`src/hdl/dds_macros.svh`:
```
`ifndef DDS_MACROS_SVH
`define DDS_MACROS_SVH

////////////////////////////////////////
// datapath widths
////////////////////////////////////////
`define DDS_PHASE_W        32          // phase accumulator
`define DDS_SAMPLE_W       12          // signed output samples
`define DDS_TABLE_BITS     8           // sine table index, top phase bits
`define DDS_SAMPLE_MAX     2047        // full scale

////////////////////////////////////////
// bit source
////////////////////////////////////////
`define DDS_LFSR_TICK_DIV  1000        // clocks per lfsr step
`define DDS_LFSR_W         5
`define DDS_LFSR_SEED      5'b00001

// x^5 + x^3 + 1, fibonacci form
`define DDS_LFSR_TAP_HI    4
`define DDS_LFSR_TAP_LO    2

`endif

```
`src/hdl/lfsr_bit_source.sv`:
```
`timescale 1ns/100ps
`include "dds_macros.svh"

module lfsr_bit_source (
   input  logic video_clk_40Mhz,
   input  logic reset_from_key,
   output logic lfsr_bit
);

   localparam int CNT_W = $clog2(`DDS_LFSR_TICK_DIV);

   logic [CNT_W-1:0]        tick_cnt;
   logic                    tick;
   logic [`DDS_LFSR_W-1:0]  lfsr;
   logic                    feedback;

   ////////////////////////////////////////
   // step divider
   ////////////////////////////////////////

   // single-cycle enable, no derived clock
   assign tick = (tick_cnt == CNT_W'(`DDS_LFSR_TICK_DIV - 1));

   always_ff @(posedge video_clk_40Mhz) begin
      if (reset_from_key) begin
         tick_cnt <= '0;
      end else if (tick) begin
         tick_cnt <= '0;
      end else begin
         tick_cnt <= tick_cnt + 1'b1;
      end
   end

   ////////////////////////////////////////
   // 5-bit fibonacci lfsr
   ////////////////////////////////////////
   assign feedback = lfsr[`DDS_LFSR_TAP_HI] ^ lfsr[`DDS_LFSR_TAP_LO];

   always_ff @(posedge video_clk_40Mhz) begin
      if (reset_from_key) begin
         lfsr <= `DDS_LFSR_SEED;          // must not be all zeros
      end else if (tick) begin
         lfsr <= {lfsr[`DDS_LFSR_W-2:0], feedback};  // period 31
      end
   end

   assign lfsr_bit = lfsr[0];

endmodule

```
`config.mk`:
```
export PLATFORM = sky130hd
export DESIGN_NAME = lfsr_bit_source
export DESIGN_NICKNAME = d
export VERILOG_FILES = /design/src/hdl/lfsr_bit_source.sv
export VERILOG_INCLUDE_DIRS = /design/src /design/src/hdl
export SDC_FILE = /design/constraint.sdc
export NUM_CORES = 1
export LEC_CHECK = 0
export BUFFER_PORTS_ARGS = -buffer_cell sky130_fd_sc_hd__buf_2
export CAP_MARGIN = 20
export CORE_MARGIN = 1.5
export CORE_UTILIZATION = 45
export CTS_BUF_LIST = sky130_fd_sc_hd__clkbuf_16
export DETAILED_ROUTE_END_ITERATION = 10
export HOLD_SLACK_MARGIN = 0.1
export SLEW_MARGIN = 20
export SYNTH_ARGS = -nofsm -noshare
export SYNTH_HDL_FRONTEND = slang
export SYNTH_SLANG_ARGS = --single-unit
```
`constraint.sdc`:
```
create_clock -name video_clk_40Mhz -period 2.37 [get_ports video_clk_40Mhz]
set_input_delay 0.237 -clock video_clk_40Mhz [delete_from_list [all_inputs] [get_ports video_clk_40Mhz]]
set_output_delay 0.237 -clock video_clk_40Mhz [all_outputs]
set_load 0.05 [all_outputs]
```
## Word-level counts from Yosys, hierarchy flattened

Index checks and enable logic that the tools add are counted.
W data, S select, Z words.

| word-level totals | value |
|---|---|
| bits of input ports | 2 |
| output and inout port bits | 1 |
| register bits | 15 |

| cells by class | value |
|---|---|
| reductions and logical operators | 1 |
| add/sub/neg operators | 1 |
| bitwise gates (word level) | 1 |
| equality and inequality tests | 1 |

Operators by type and width:

| cell | count |
|---|---|
| $add A10 B1 Y10 const B | 1 |
| $eq A10 B10 Y1 const B | 1 |
| $reduce_or A2 Y1 | 1 |
| $xor A1 B1 Y1 | 1 |

## Logic depth before layout (Yosys ltp)

| logic depth | value |
|---|---|
| depth after elaboration | 2 |
| mapped depth | 4 |

## Worst setup path before layout

OpenSTA, ideal clock, no wires.

| path | value |
|---|---|
| kind | register to register |
| start | register tick_cnt[0] |
| end | register lfsr[1] |
| data required time | 2298 ps |
| stages on the path, launching flop included | 5 |
| arrival | 1354 ps |
| library setup time | 72 ps |
| path slack | 944 ps |
| buffers on the path | 0 |
| period minus slack after synthesis | 1426 ps |
| cell sequence | dfxtp_1 ha_1 nand4bb_1 nor3_2 mux2i_1 |

| on the way | value |
|---|---|
| word-level cells in the longest chain between the ends | 1 |

Ends and longest elaborated chain:

| what | RTL line | text |
|---|---|---|
| from (decl) | lfsr_bit_source.sv:12 | `logic [CNT_W-1:0] tick_cnt;` |
| from (signal assigned) | lfsr_bit_source.sv:30 | `tick_cnt <= tick_cnt + 1'b1;` |
| $eq A10 B10 Y1 | lfsr_bit_source.sv:22 | `` assign tick = (tick_cnt == CNT_W'(`DDS_LFSR_TICK_DIV - 1)); `` |
| to (signal assigned) | lfsr_bit_source.sv:41 | `` lfsr <= `DDS_LFSR_SEED; `` |
| to (signal assigned) | lfsr_bit_source.sv:43 | `` lfsr <= {lfsr[`DDS_LFSR_W-2:0], feedback}; `` |
| to (decl) | lfsr_bit_source.sv:14 | `` logic [`DDS_LFSR_W-1:0] lfsr; `` |

Every way passes these cells.
A chain may end at the register's enable or synchronous reset.

## Worst setup path in the final report

Ends and elaborated chain as after synthesis.

==> flow_summary_export.csv <==
group,metric,value,unit
routing,via_per_inst,5.42,
routing,ant_nets,0,
sta,tightest_slew,0.609,ns
yosys,synth_common_cells,"dfxtp_1 (15), nand2b_1 (6), mux2i_1 (5), nor2_1 (5), or3_1 (4)",
yosys,synth_cells,72,
routing,firstDrtPassIters,4,
yosys,ys.flop_type,"dfxtp_1",
floorplan,dieHeight,41.9,µm
grt,antenna_found_initial,0,
worst_setup_path,required,2.54,ns
clock_tree,clkSinkCount,15,
grt,grt_pass1_wl,1900,µm
placement,gp_congestion,0.761,
yosys,ys_top_cells_by_area,"dfxtp_1 (44%), mux2i_1 (7.3%), nand2b_1 (5.5%), xor2_1 (3.9%), or3_1 (3.7%)",
sta,setup-tns-final,0,ns
sta,skew,0.00533,ns
sta,min_period,1.64,ns
routing,wl_per_cell,12.3,µm
worst_setup_path,cp_max_fo,8,
worst_setup_path,end_kind,"flip-flop",
yosys,synth_top_area_share,44.0,%
routing,dr_total_vias,493,
grt,grt_max_degree,19,
yosys,ys_ff_latch,15,
worst_setup_path,critical_path_arrival,1.81,ns
worst_setup_path,worstSetupStartpointType,"flip-flop",
cells_and_area,layout.cells.non_filler,91,
placement,io_buffers,2,
yosys,yosysTopAreaCell,"dfxtp_1",
worst_setup_path,critical_path_class,"flip-flop to flip-flop",
routing,wl,1120,µm
placement,hpwl,788,µm
yosys,synth.distinct_cells,26,
routing,route.detailed.drc,0,
floorplan,die_area,1760,µm²
sta,max_freq,610,MHz
yosys,avgSynthCellArea,9.47,µm²
grt,grt_usage,14.5,%
routing,drt_iter0_markers,10,
clock_tree,path_clk_slew,0.05,ns
yosys,synth_edf_count,0,
clock_tree,cts_setup_buffers,0,
yosys,mappedNetlistArea,682,µm²
floorplan,boundaryPins,3,
pwr,p_per_area,773,nW/µm²
sta,setup_viol,0,
yosys,ys_async_sr_fraction,0,%
sta,slew-limit-headroom,59.2,%
clock_tree,htree_levels,1,
sta,maxSlewViolCount,0,
cells_and_area,drive_gt1_share,9.21,%
clock_tree,cts_resized,0,
pwr,vdd_drop_max,489,µV
status,status,"finished clean",
clock_tree,cts-hold-fix-buffers,0,
cells_and_area,area_growth,14.7,%
cells_and_area,num_antenna_cells,0,
yosys,synth_most_common_cell,"dfxtp_1",
hold_path,hold_class,"input pin to flip-flop",
floorplan,rows,13,
yosys,synth_seq_area_share,44.0,%
floorplan,initial_utilization,50.5,%
cells_and_area,layout.nets,80,
pwr,p_leak,0.276,nW
grt,grt_overflow_total,0,
flow_run,max-cap-violations,0,
sta,finalCritPeriodShare,69.1,%
yosys,syn_nets,75,
clock_tree,cts-buffers-inserted,3,
sta,hold_viol,0,
clock_tree,cts_tree,"yes",
placement,dp_cells,87,
pwr,fin_total_pwr,0.604,mW
grt,grt_pass1_vias,413,
cells_and_area,postLayoutCoreUtil,57.9,%
clock_tree,insertion_delay,0.24,ns
floorplan,die_x,41.9,µm
clock_tree,cts-root-buf,"clkbuf_16",
yosys,synth_warnings,0,
floorplan,coreArea,1350,µm²
sta,rsz0062_at_grt,"false",
clock_tree,cts_max_path_buffers,2,
==> through the flow <==
step                      worst slack (ns)  hold WS (ns)  instance area (µm²)
after floorplan                      0.944         0.433                  682
after global placement               0.771         0.443                  703
after detailed placement             0.707         0.458                  703
after CTS                            0.702         0.345                  782
after global routing                 0.512         0.367                  782
final                                0.732         0.348                  782
==> worst max-delay path, cell delays in order (launching register included) <==
cell and delay (ns):
dfxtp_1 0.34, ha_1 0.23, nand4bb_1 0.23, nor3_2 0.53
mux2i_1 0.24
==> layout by cell type, fill, tap and decap left out, types with 2 or more instances in the layout <==
master,netlist,final
dfxtp_1,15,15
nand2b_1,6,6
mux2i_1,5,5
nor2_1,5,5
inv_1,3,4
or3_1,4,4
xor2_1,3,3
nand3_1,3,3
nand2_1,3,3
nor3_1,3,3
clkbuf_16,0,3
nand4bb_1,2,2
o211ai_1,2,2
a31oi_1,2,2
o21ai_0,2,2
a211oi_1,2,2
buf_2,0,2
==> sequential cells by signal (all words and copies together) (netlist names) <==
signal	count
lfsr	5
tick_cnt	10
==> logic make-up after synthesis <==
kind of cell               after synthesis  synth area share, %
DFF                                     15                 44.0
xor gates and xnor gates                 4                 5.14
and+or+nand+nor                         32                 28.6
adders and majority gates                1                 1.83
buffers and inverters                    5                 2.75
AOI/OAI and AO/OA                       10                 10.3
muxes                                    5                 7.34
==> final timing paths <==
check,slack [ns],start,depth (start not counted),end
max,0.73,tick_cnt[0]$_SDFF_PP0_,4,lfsr[1]$_SDFFE_PP0N_
min,0.35,reset_from_key,2,tick_cnt[4]$_SDFF_PP0_
max reg2reg,0.73,tick_cnt[0]$_SDFF_PP0_,4,lfsr[1]$_SDFFE_PP0N_
min reg2reg,0.46,tick_cnt[0]$_SDFF_PP0_,1,tick_cnt[0]$_SDFF_PP0_
==> report_power, final <==
group          switching, mW  total, mW  internal (mW)
Clock                 0.0918      0.314          0.222
Sequential           0.00716      0.268          0.261
Combinational         0.0118     0.0223         0.0105
Total                  0.111      0.604          0.494
==> per-layer routing <==
layer	global-route usage (%)	vias to the layer above	share of wire, %
met2	22.2	6	47
met3	7.83	0	3.7
met1	17.7	219	49
met5	0	-	0
met4	3.87	0	0
li1	-	268	-
==> cell type report <==
class	instances	area (µm²)
Multi-Input combinational cell	52	363
Inverter	3	11.3
Fill cell	124	568
Clock inverter	1	3.75
Sequential cell	15	300
Timing Repair Buffer	2	10.0
Tap cell	15	18.8
Clock buffer	3	75.1
No activity file was read; power rests on OpenSTA's default activity.
