**config.mk**
```make
export PLATFORM = sky130hd
export DESIGN_NAME = keying_modulator
export DESIGN_NICKNAME = d
export VERILOG_FILES = /design/src/hdl/dds_pkg.sv /design/src/hdl/keying_modulator.sv
export VERILOG_INCLUDE_DIRS = /design/src /design/src/hdl
export SDC_FILE = /design/constraint.sdc
export NUM_CORES = 1
export LEC_CHECK = 0
export BUFFER_PORTS_ARGS = -buffer_cell sky130_fd_sc_hd__buf_4
export CAP_MARGIN = 40
export CORE_ASPECT_RATIO = 2
export CORE_UTILIZATION = 38
export CTS_CLUSTER_SIZE = 25
export DETAILED_ROUTE_END_ITERATION = 10
export GPL_TIMING_DRIVEN = 0
export PLACE_DENSITY = 0.84
export SYNTH_ARGS = -nofsm -noshare
export SYNTH_HDL_FRONTEND = slang
export SYNTH_SLANG_ARGS = --single-unit
```
**constraint.sdc**
```tcl
create_clock -name video_clk_40Mhz -period 1.4 [get_ports video_clk_40Mhz]
set_input_delay 0.21 -clock video_clk_40Mhz [delete_from_list [all_inputs] [get_ports video_clk_40Mhz]]
set_output_delay 0.21 -clock video_clk_40Mhz [all_outputs]
set_load 0.005 [all_outputs]
```
**src/hdl/dds_macros.svh**
```systemverilog
`ifndef DDS_MACROS_SVH
`define DDS_MACROS_SVH

////////////////////////////////////////
// datapath widths
////////////////////////////////////////
`define DDS_PHASE_W        32          // phase accumulator
`define DDS_SAMPLE_W       12          // signed output samples
`define DDS_TABLE_BITS     8           // sine table index, top phase bits
`define DDS_SAMPLE_MAX     2047        // full scale

////////////////////////////////////////
// bit source
////////////////////////////////////////
`define DDS_LFSR_TICK_DIV  1000        // clocks per lfsr step
`define DDS_LFSR_W         5
`define DDS_LFSR_SEED      5'b00001

// x^5 + x^3 + 1, fibonacci form
`define DDS_LFSR_TAP_HI    4
`define DDS_LFSR_TAP_LO    2

`endif

```
**src/hdl/dds_pkg.sv**
```systemverilog
`include "dds_macros.svh"

package dds_pkg;

   // one signed output sample
   typedef logic signed [`DDS_SAMPLE_W-1:0] sample_t;

   // plain waveform on wave_out
   typedef enum logic [1:0] {
      WAVE_SINE   = 2'b00,
      WAVE_COSINE = 2'b01,
      WAVE_SAW    = 2'b10,
      WAVE_SQUARE = 2'b11
   } wave_sel_e;

   // keying scheme on mod_out
   typedef enum logic [1:0] {
      MOD_ASK        = 2'b00,
      MOD_FSK        = 2'b01,
      MOD_BPSK       = 2'b10,
      MOD_LFSR_LEVEL = 2'b11
   } mod_sel_e;

   // all four generator outputs, 48 bits
   typedef struct packed {
      sample_t sine;
      sample_t cosine;
      sample_t square;
      sample_t saw;
   } waves_t;

   // tuning words, word 0 means no phase advance
   typedef struct packed {
      logic [`DDS_PHASE_W-1:0] base_word;
      logic [`DDS_PHASE_W-1:0] mark_word;  // fsk, used while the bit is 1
   } tune_cfg_t;

   typedef struct packed {
      wave_sel_e wave_sel;
      mod_sel_e  mod_sel;
   } mode_cfg_t;

endpackage

```
**src/hdl/keying_modulator.sv**
```systemverilog
`timescale 1ns/100ps
`include "dds_macros.svh"

module keying_modulator import dds_pkg::*; (
   input  logic                    video_clk_40Mhz,
   input  logic                    reset_from_key,
   input  tune_cfg_t               tune,
   input  mode_cfg_t               mode,
   input  logic                    lfsr_bit,
   input  waves_t                  waves,
   output logic [`DDS_PHASE_W-1:0] phase_inc,
   output sample_t                 mod_out,
   output sample_t                 wave_out,
   output logic                    lfsr_out
);

   logic bit_d;     // lines up with waves

   // fsk switches the word, every other mode runs on the base word
   assign phase_inc = (mode.mod_sel == MOD_FSK && lfsr_bit) ? tune.mark_word
                                                            : tune.base_word;

   ////////////////////////////////////////
   // keyed output
   ////////////////////////////////////////
   always_ff @(posedge video_clk_40Mhz) begin
      if (reset_from_key) begin
         bit_d    <= 1'b0;
         lfsr_out <= 1'b0;
         mod_out  <= '0;
      end else begin
         bit_d    <= lfsr_bit;
         lfsr_out <= bit_d;                 // same cycle as mod_out
         case (mode.mod_sel)
            MOD_ASK:  mod_out <= bit_d ? waves.sine : '0;
            MOD_FSK:  mod_out <= waves.sine;   // keying is in the phase step
            MOD_BPSK: mod_out <= bit_d ? waves.sine : ~waves.sine;
            MOD_LFSR_LEVEL: begin
               // raw bit as a level, 0 or the msb alone
               mod_out <= bit_d ? '0 : sample_t'(1 << (`DDS_SAMPLE_W - 1));
            end
            default: mod_out <= '0;
         endcase
      end
   end

   ////////////////////////////////////////
   // plain waveform output
   ////////////////////////////////////////
   always_ff @(posedge video_clk_40Mhz) begin
      if (reset_from_key) begin
         wave_out <= '0;
      end else begin
         case (mode.wave_sel)
            WAVE_SINE:   wave_out <= waves.sine;
            WAVE_COSINE: wave_out <= waves.cosine;
            WAVE_SAW:    wave_out <= waves.saw;
            WAVE_SQUARE: wave_out <= waves.square;
            default:     wave_out <= '0;
         endcase
      end
   end

endmodule

```
== Word-level counts from Yosys, hierarchy flattened ==
Index checks and enable logic that the tools add are counted.
Word-level totals
  register bits: 26
  logic and storage cells: 20
  output and inout port bits: 57
  input port bits: 119
Cells by class
  reduce and logical (&&, ||, !) cells: 3
  eq/ne operators: 6
  bitwise operators: 1
  multiplexer cells: 6
Operators by type and width (count)
  $pmux 12 s4: 2
  $mux 12: 3
  $mux 32: 1
  $not 12->12: 1
  $eq 2x2->1 const B: 4
  $eq 2x1->1 const B: 2
  $logic_not 2->1: 2
  $logic_and 1x1->1: 1

== Depth between registers and ports, before layout ==
  depth after elaboration: 3
  depth in mapped cells: 4
  depth with buffers taken out: 3

== Worst setup path before layout ==
No wires, ideal clock.
  path kind: reg2reg
  start point: register bit_d
  end point: register mod_out[9]
  data required time: 1.343 ns
  arrival time: 1.194 ns
  path buffers: 0
  cell stages (with the launch flop): 4
  setup time: 0.057 ns
  period minus slack after synthesis: 1.251 ns
  slack: 0.149 ns
  cells stage by stage: dfxtp_1 ha_1 nor4b_1 a21o_1
Between the ends
  cells in the longest elaborated chain, start to end: 2
  elaborated cells between the ends (all ways): 3
  classes of those cells: mux (3)
RTL lines
  from (decl): line keying_modulator.sv:17  | logic bit_d;
  from (signal assigned): line keying_modulator.sv:32  | bit_d <= lfsr_bit;
  $mux 12 (on tied branches): line keying_modulator.sv:37, keying_modulator.sv:35
  $pmux 12 s4 (*): line keying_modulator.sv:34  | case (mode.mod_sel)
  to (signal assigned): line keying_modulator.sv:35  | MOD_ASK: mod_out <= bit_d ? waves.sine : '0;
  to (signal assigned): line keying_modulator.sv:36  | MOD_FSK: mod_out <= waves.sine;
  to (signal assigned): line keying_modulator.sv:37  | MOD_BPSK: mod_out <= bit_d ? waves.sine : ~waves.sine;
  to (decl): line keying_modulator.sv:12  | output sample_t mod_out,
Mark *: on every way between the ends. The rest lies on a longest branch, timed or not.
A chain may end at the register's enable or synchronous reset.

== Worst setup path after layout ==
  start point: input mode[1] in the netlist's numbering
  end point: output phase_inc[30]
Between the ends
  cells in the longest elaborated chain, start to end: 3
RTL lines
  from (decl): line keying_modulator.sv:8  | input mode_cfg_t mode,
  $eq 2x1->1: line keying_modulator.sv:20  | assign phase_inc = (mode.mod_sel == MOD_FSK && lfsr_bit) ? tune.mark_word
  $logic_and 1x1->1: line keying_modulator.sv:20
  $mux 32: line keying_modulator.sv:20
  to (decl): line keying_modulator.sv:11  | output logic [`DDS_PHASE_W-1:0] phase_inc,
Every way passes these cells.

==> flow_summary.ini <==
[outcome]
outcome = finished clean

[synthesis]
synth_edf_count = 0
synth_area_leader_cell = dfxtp_1
ys_seq_elements = 26
synthFlopType = dfxtp_1
synth_warnings = 0
ys_top_cells_by_area = dfxtp_1 (27%), mux2_4 (23%), mux2i_1 (18%), ha_1 (7.8%), a211oi_1 (3.9%)
synth_common_cells = mux2i_1 (35), mux2_4 (30), dfxtp_1 (26)
postSynthCellCount = 163
syn-num-nets = 294
yosysMostFrequentCell = mux2i_1
synth_cell_types = 21
synthArstFlopShare_pct = 0
syn_area_um2 = 1920
avgSynthCellArea_um2 = 11.8
yosysTopAreaCellShare_pct = 27.1
ys_seq_area_share_pct = 27.1

[run]
maxCapViolations = 0

[cts]
clock_path_buffers = 2
clock_sinks = 26
htree_levels = 1
tritoncts = done
cts_buffers = 3
clk_pin_slew_ns = 0.10
clockRootBuffer = clkbuf_8
clock_latency_ns = 0.27

[setup_path]
crit_required_ns = 1.19
start_kind = input pin
reg2reg_to = mod_out[3]$_SDFF_PP0_
r2r_start = bit_d$_SDFF_PP0_
slowest_stage = mux2_4
crit_type = in2out
endpoint_kind = output port
critical-path-max-stage-delay_ns = 0.30
arrival_ns = 1.17
critPathMaxFanout = 10
worstPathCellList = buf_4 > nand3b_4 > buf_6 > mux2_4 > buf_4
r2r_cells = 3
crit_top_cell = buf_4
rrSetupSlack_ns = 0.14

[route]
dr.pass1.iters = 4
drc_errors = 0
vias_per_cell = 5.10
wire_per_inst_um = 17.7
drt-total-wl_mm = 7.05
antenna_left = 0
drt_iter0_drc = 29
dr_total_vias = 2031

[power]
power.density_nw_per_um2 = 684
ir_drop_mv = 0.484
p_int_mw = 1.74
leakage_nw = 1.85
combPwrFrac_pct = 37.1
p_clk_share_pct = 27.5
p_seq_share_pct = 35.4
p_sw_uw = 575
swShare_pct = 24.8

[floorplanning]
die_w_um = 52.3
placementRows = 36
die-area_um2 = 5360
start_util_pct = 39.5
die_y_um = 103
coreArea_um2 = 4860
io_pins = 176

[global_routing]
grt_max_degree = 16
grt_antenna_before_repair = 0
grt_overflow_total = 0
grt_pass1_vias = 2008
grt_usage_pct = 25.1
grt_pass1_wl_mm = 9.82

[hold_path]
min_path_cells = 2
hp-start = reset_from_key
hold_class = in2reg
min_to = bit_d$_SDFF_PP0_

[cells_and_area]
final_cell_count_no_fill = 398
fin_util_pct = 69.5
fin_nets = 473
drive_gt1_share_pct = 66.3
area_growth_pct = 76.1
n_fill_cell = 399
antenna_cells = 0

[placement]
dpl.cell_count = 393
port_buffers = 173
dp_slack_ns = -0.146
gp_congestion = 0.836
hpwlAfterDp_mm = 6.00

[timing]
setup_slack_ns = 0.0242
layout_worst_path_cycle_share_pct = 98.3
fin_setup_tns_ns = 0
fmax_mhz = 727
worst_pin_slew_ns = 0.437
max_slew_margin_pct = 70.9
fin_skew_ns = 0.00340
finalCriticalPeriod_ns = 1.38
hold_viol = 0
setup_viol = 0
slew_viol_final = 0
## how the worst max path moves through the flow
stage	endpoint	depth (start not counted)	start
after global placement	mod_out[3]$_SDFF_PP0_	3	bit_d$_SDFF_PP0_
after floorplan	mod_out[9]$_SDFF_PP0_	3	bit_d$_SDFF_PP0_
after detailed placement	mod_out[3]$_SDFF_PP0_	3	bit_d$_SDFF_PP0_
after global routing	phase_inc[24]	5	mode[1]
final	phase_inc[30]	5	mode[1]
after CTS	phase_inc[9]	5	mode[1]
## power groups by stage
stage | registers [mW] | logic [mW] | clock network [mW]
floorplan | 0.838 | 0.340 | 0
global placement | 0.835 | 0.833 | 0
detailed placement | 0.837 | 0.855 | 0
CTS | 0.820 | 0.858 | 0.638
global route | 0.824 | 0.920 | 0.672
finish | 0.819 | 0.858 | 0.638
## kinds of logic after synthesis
group | after synthesis | share of synthesized area (%)
muxes | 69 | 44.0
AOI/OAI and AO/OA | 34 | 12.6
DFF | 26 | 27.1
buffers and inverters | 14 | 5.15
adders and majority gates | 12 | 7.82
and+or+nand+nor | 8 | 3.32
## registers in the layout (all words and copies together), names as in the netlist
register	count
mod_out	12
lfsr_out	1
wave_out	12
bit_d	1
## worst max-delay path, delay by kind of cell
family / cells / cell delay, ns
buf+inv: 3 / 0.45
mux: 1 / 0.30
simple gates: 1 / 0.19
## cell type report
cell class | instances | area [um^2] | share of cell area (%)
Buffer | 13 | 104 | 3.07
Clock buffer | 3 | 41.3 | 1.22
Clock inverter | 1 | 30.0 | 0.888
Inverter | 1 | 3.75 | 0.111
Multi-Input combinational cell | 123 | 1300 | 38.5
Sequential cell | 26 | 524 | 15.5
Tap cell | 57 | 71.3 | 2.11
Timing Repair Buffer | 174 | 1310 | 38.6
## stage by stage
stage	total power, mW	hold slack (ns)	cell area (um^2)
5_1_grt	2.42	0.142	3380
2_1_floorplan	1.18	0.282	1920
4_1_cts	2.32	0.135	3360
3_5_place_dp	1.69	0.440	3290
6_report	2.31	0.133	3380
3_3_place_gp	1.67	0.435	3290
## repair_timing
action,4_1_cts,5_1_grt
resized for setup,1,3
endpoints found under the setup margin,11,31
cloned,0,0
hold buffers,0,0
endpoints found under the hold margin,0,0
setup buffers,0,1
## per-layer routing
| metal | GRT usage, % | vias to the layer above | part of all wire, % |
|---|---|---|---|
| met1 | 24.2 | 928 | 33 |
| li1 | - | 975 | - |
| met5 | 0 | - | 0 |
| met4 | 11.5 | 0 | 3.2 |
| met3 | 5.90 | 16 | 8.9 |
| met2 | 47.8 | 112 | 55 |
## placed cells by master (no fill, tap or decap), types with 2 or more instances in the layout
| cell type | netlist | routed |
|---|---|---|
| buf_4 | 3 | 177 |
| clkbuf_8 | 0 | 3 |
| dfxtp_1 | 26 | 25 |
| buf_2 | 4 | 4 |
| o22ai_1 | 12 | 12 |
| mux2_4 | 30 | 30 |
| nor2b_1 | 3 | 3 |
| o21a_1 | 10 | 10 |
| ha_1 | 12 | 12 |
| mux2i_1 | 35 | 35 |
| mux2_2 | 4 | 4 |
| clkbuf_1 | 2 | 2 |
| buf_6 | 4 | 3 |
| a211oi_1 | 10 | 10 |
Power figures use the tool's default switching activity.
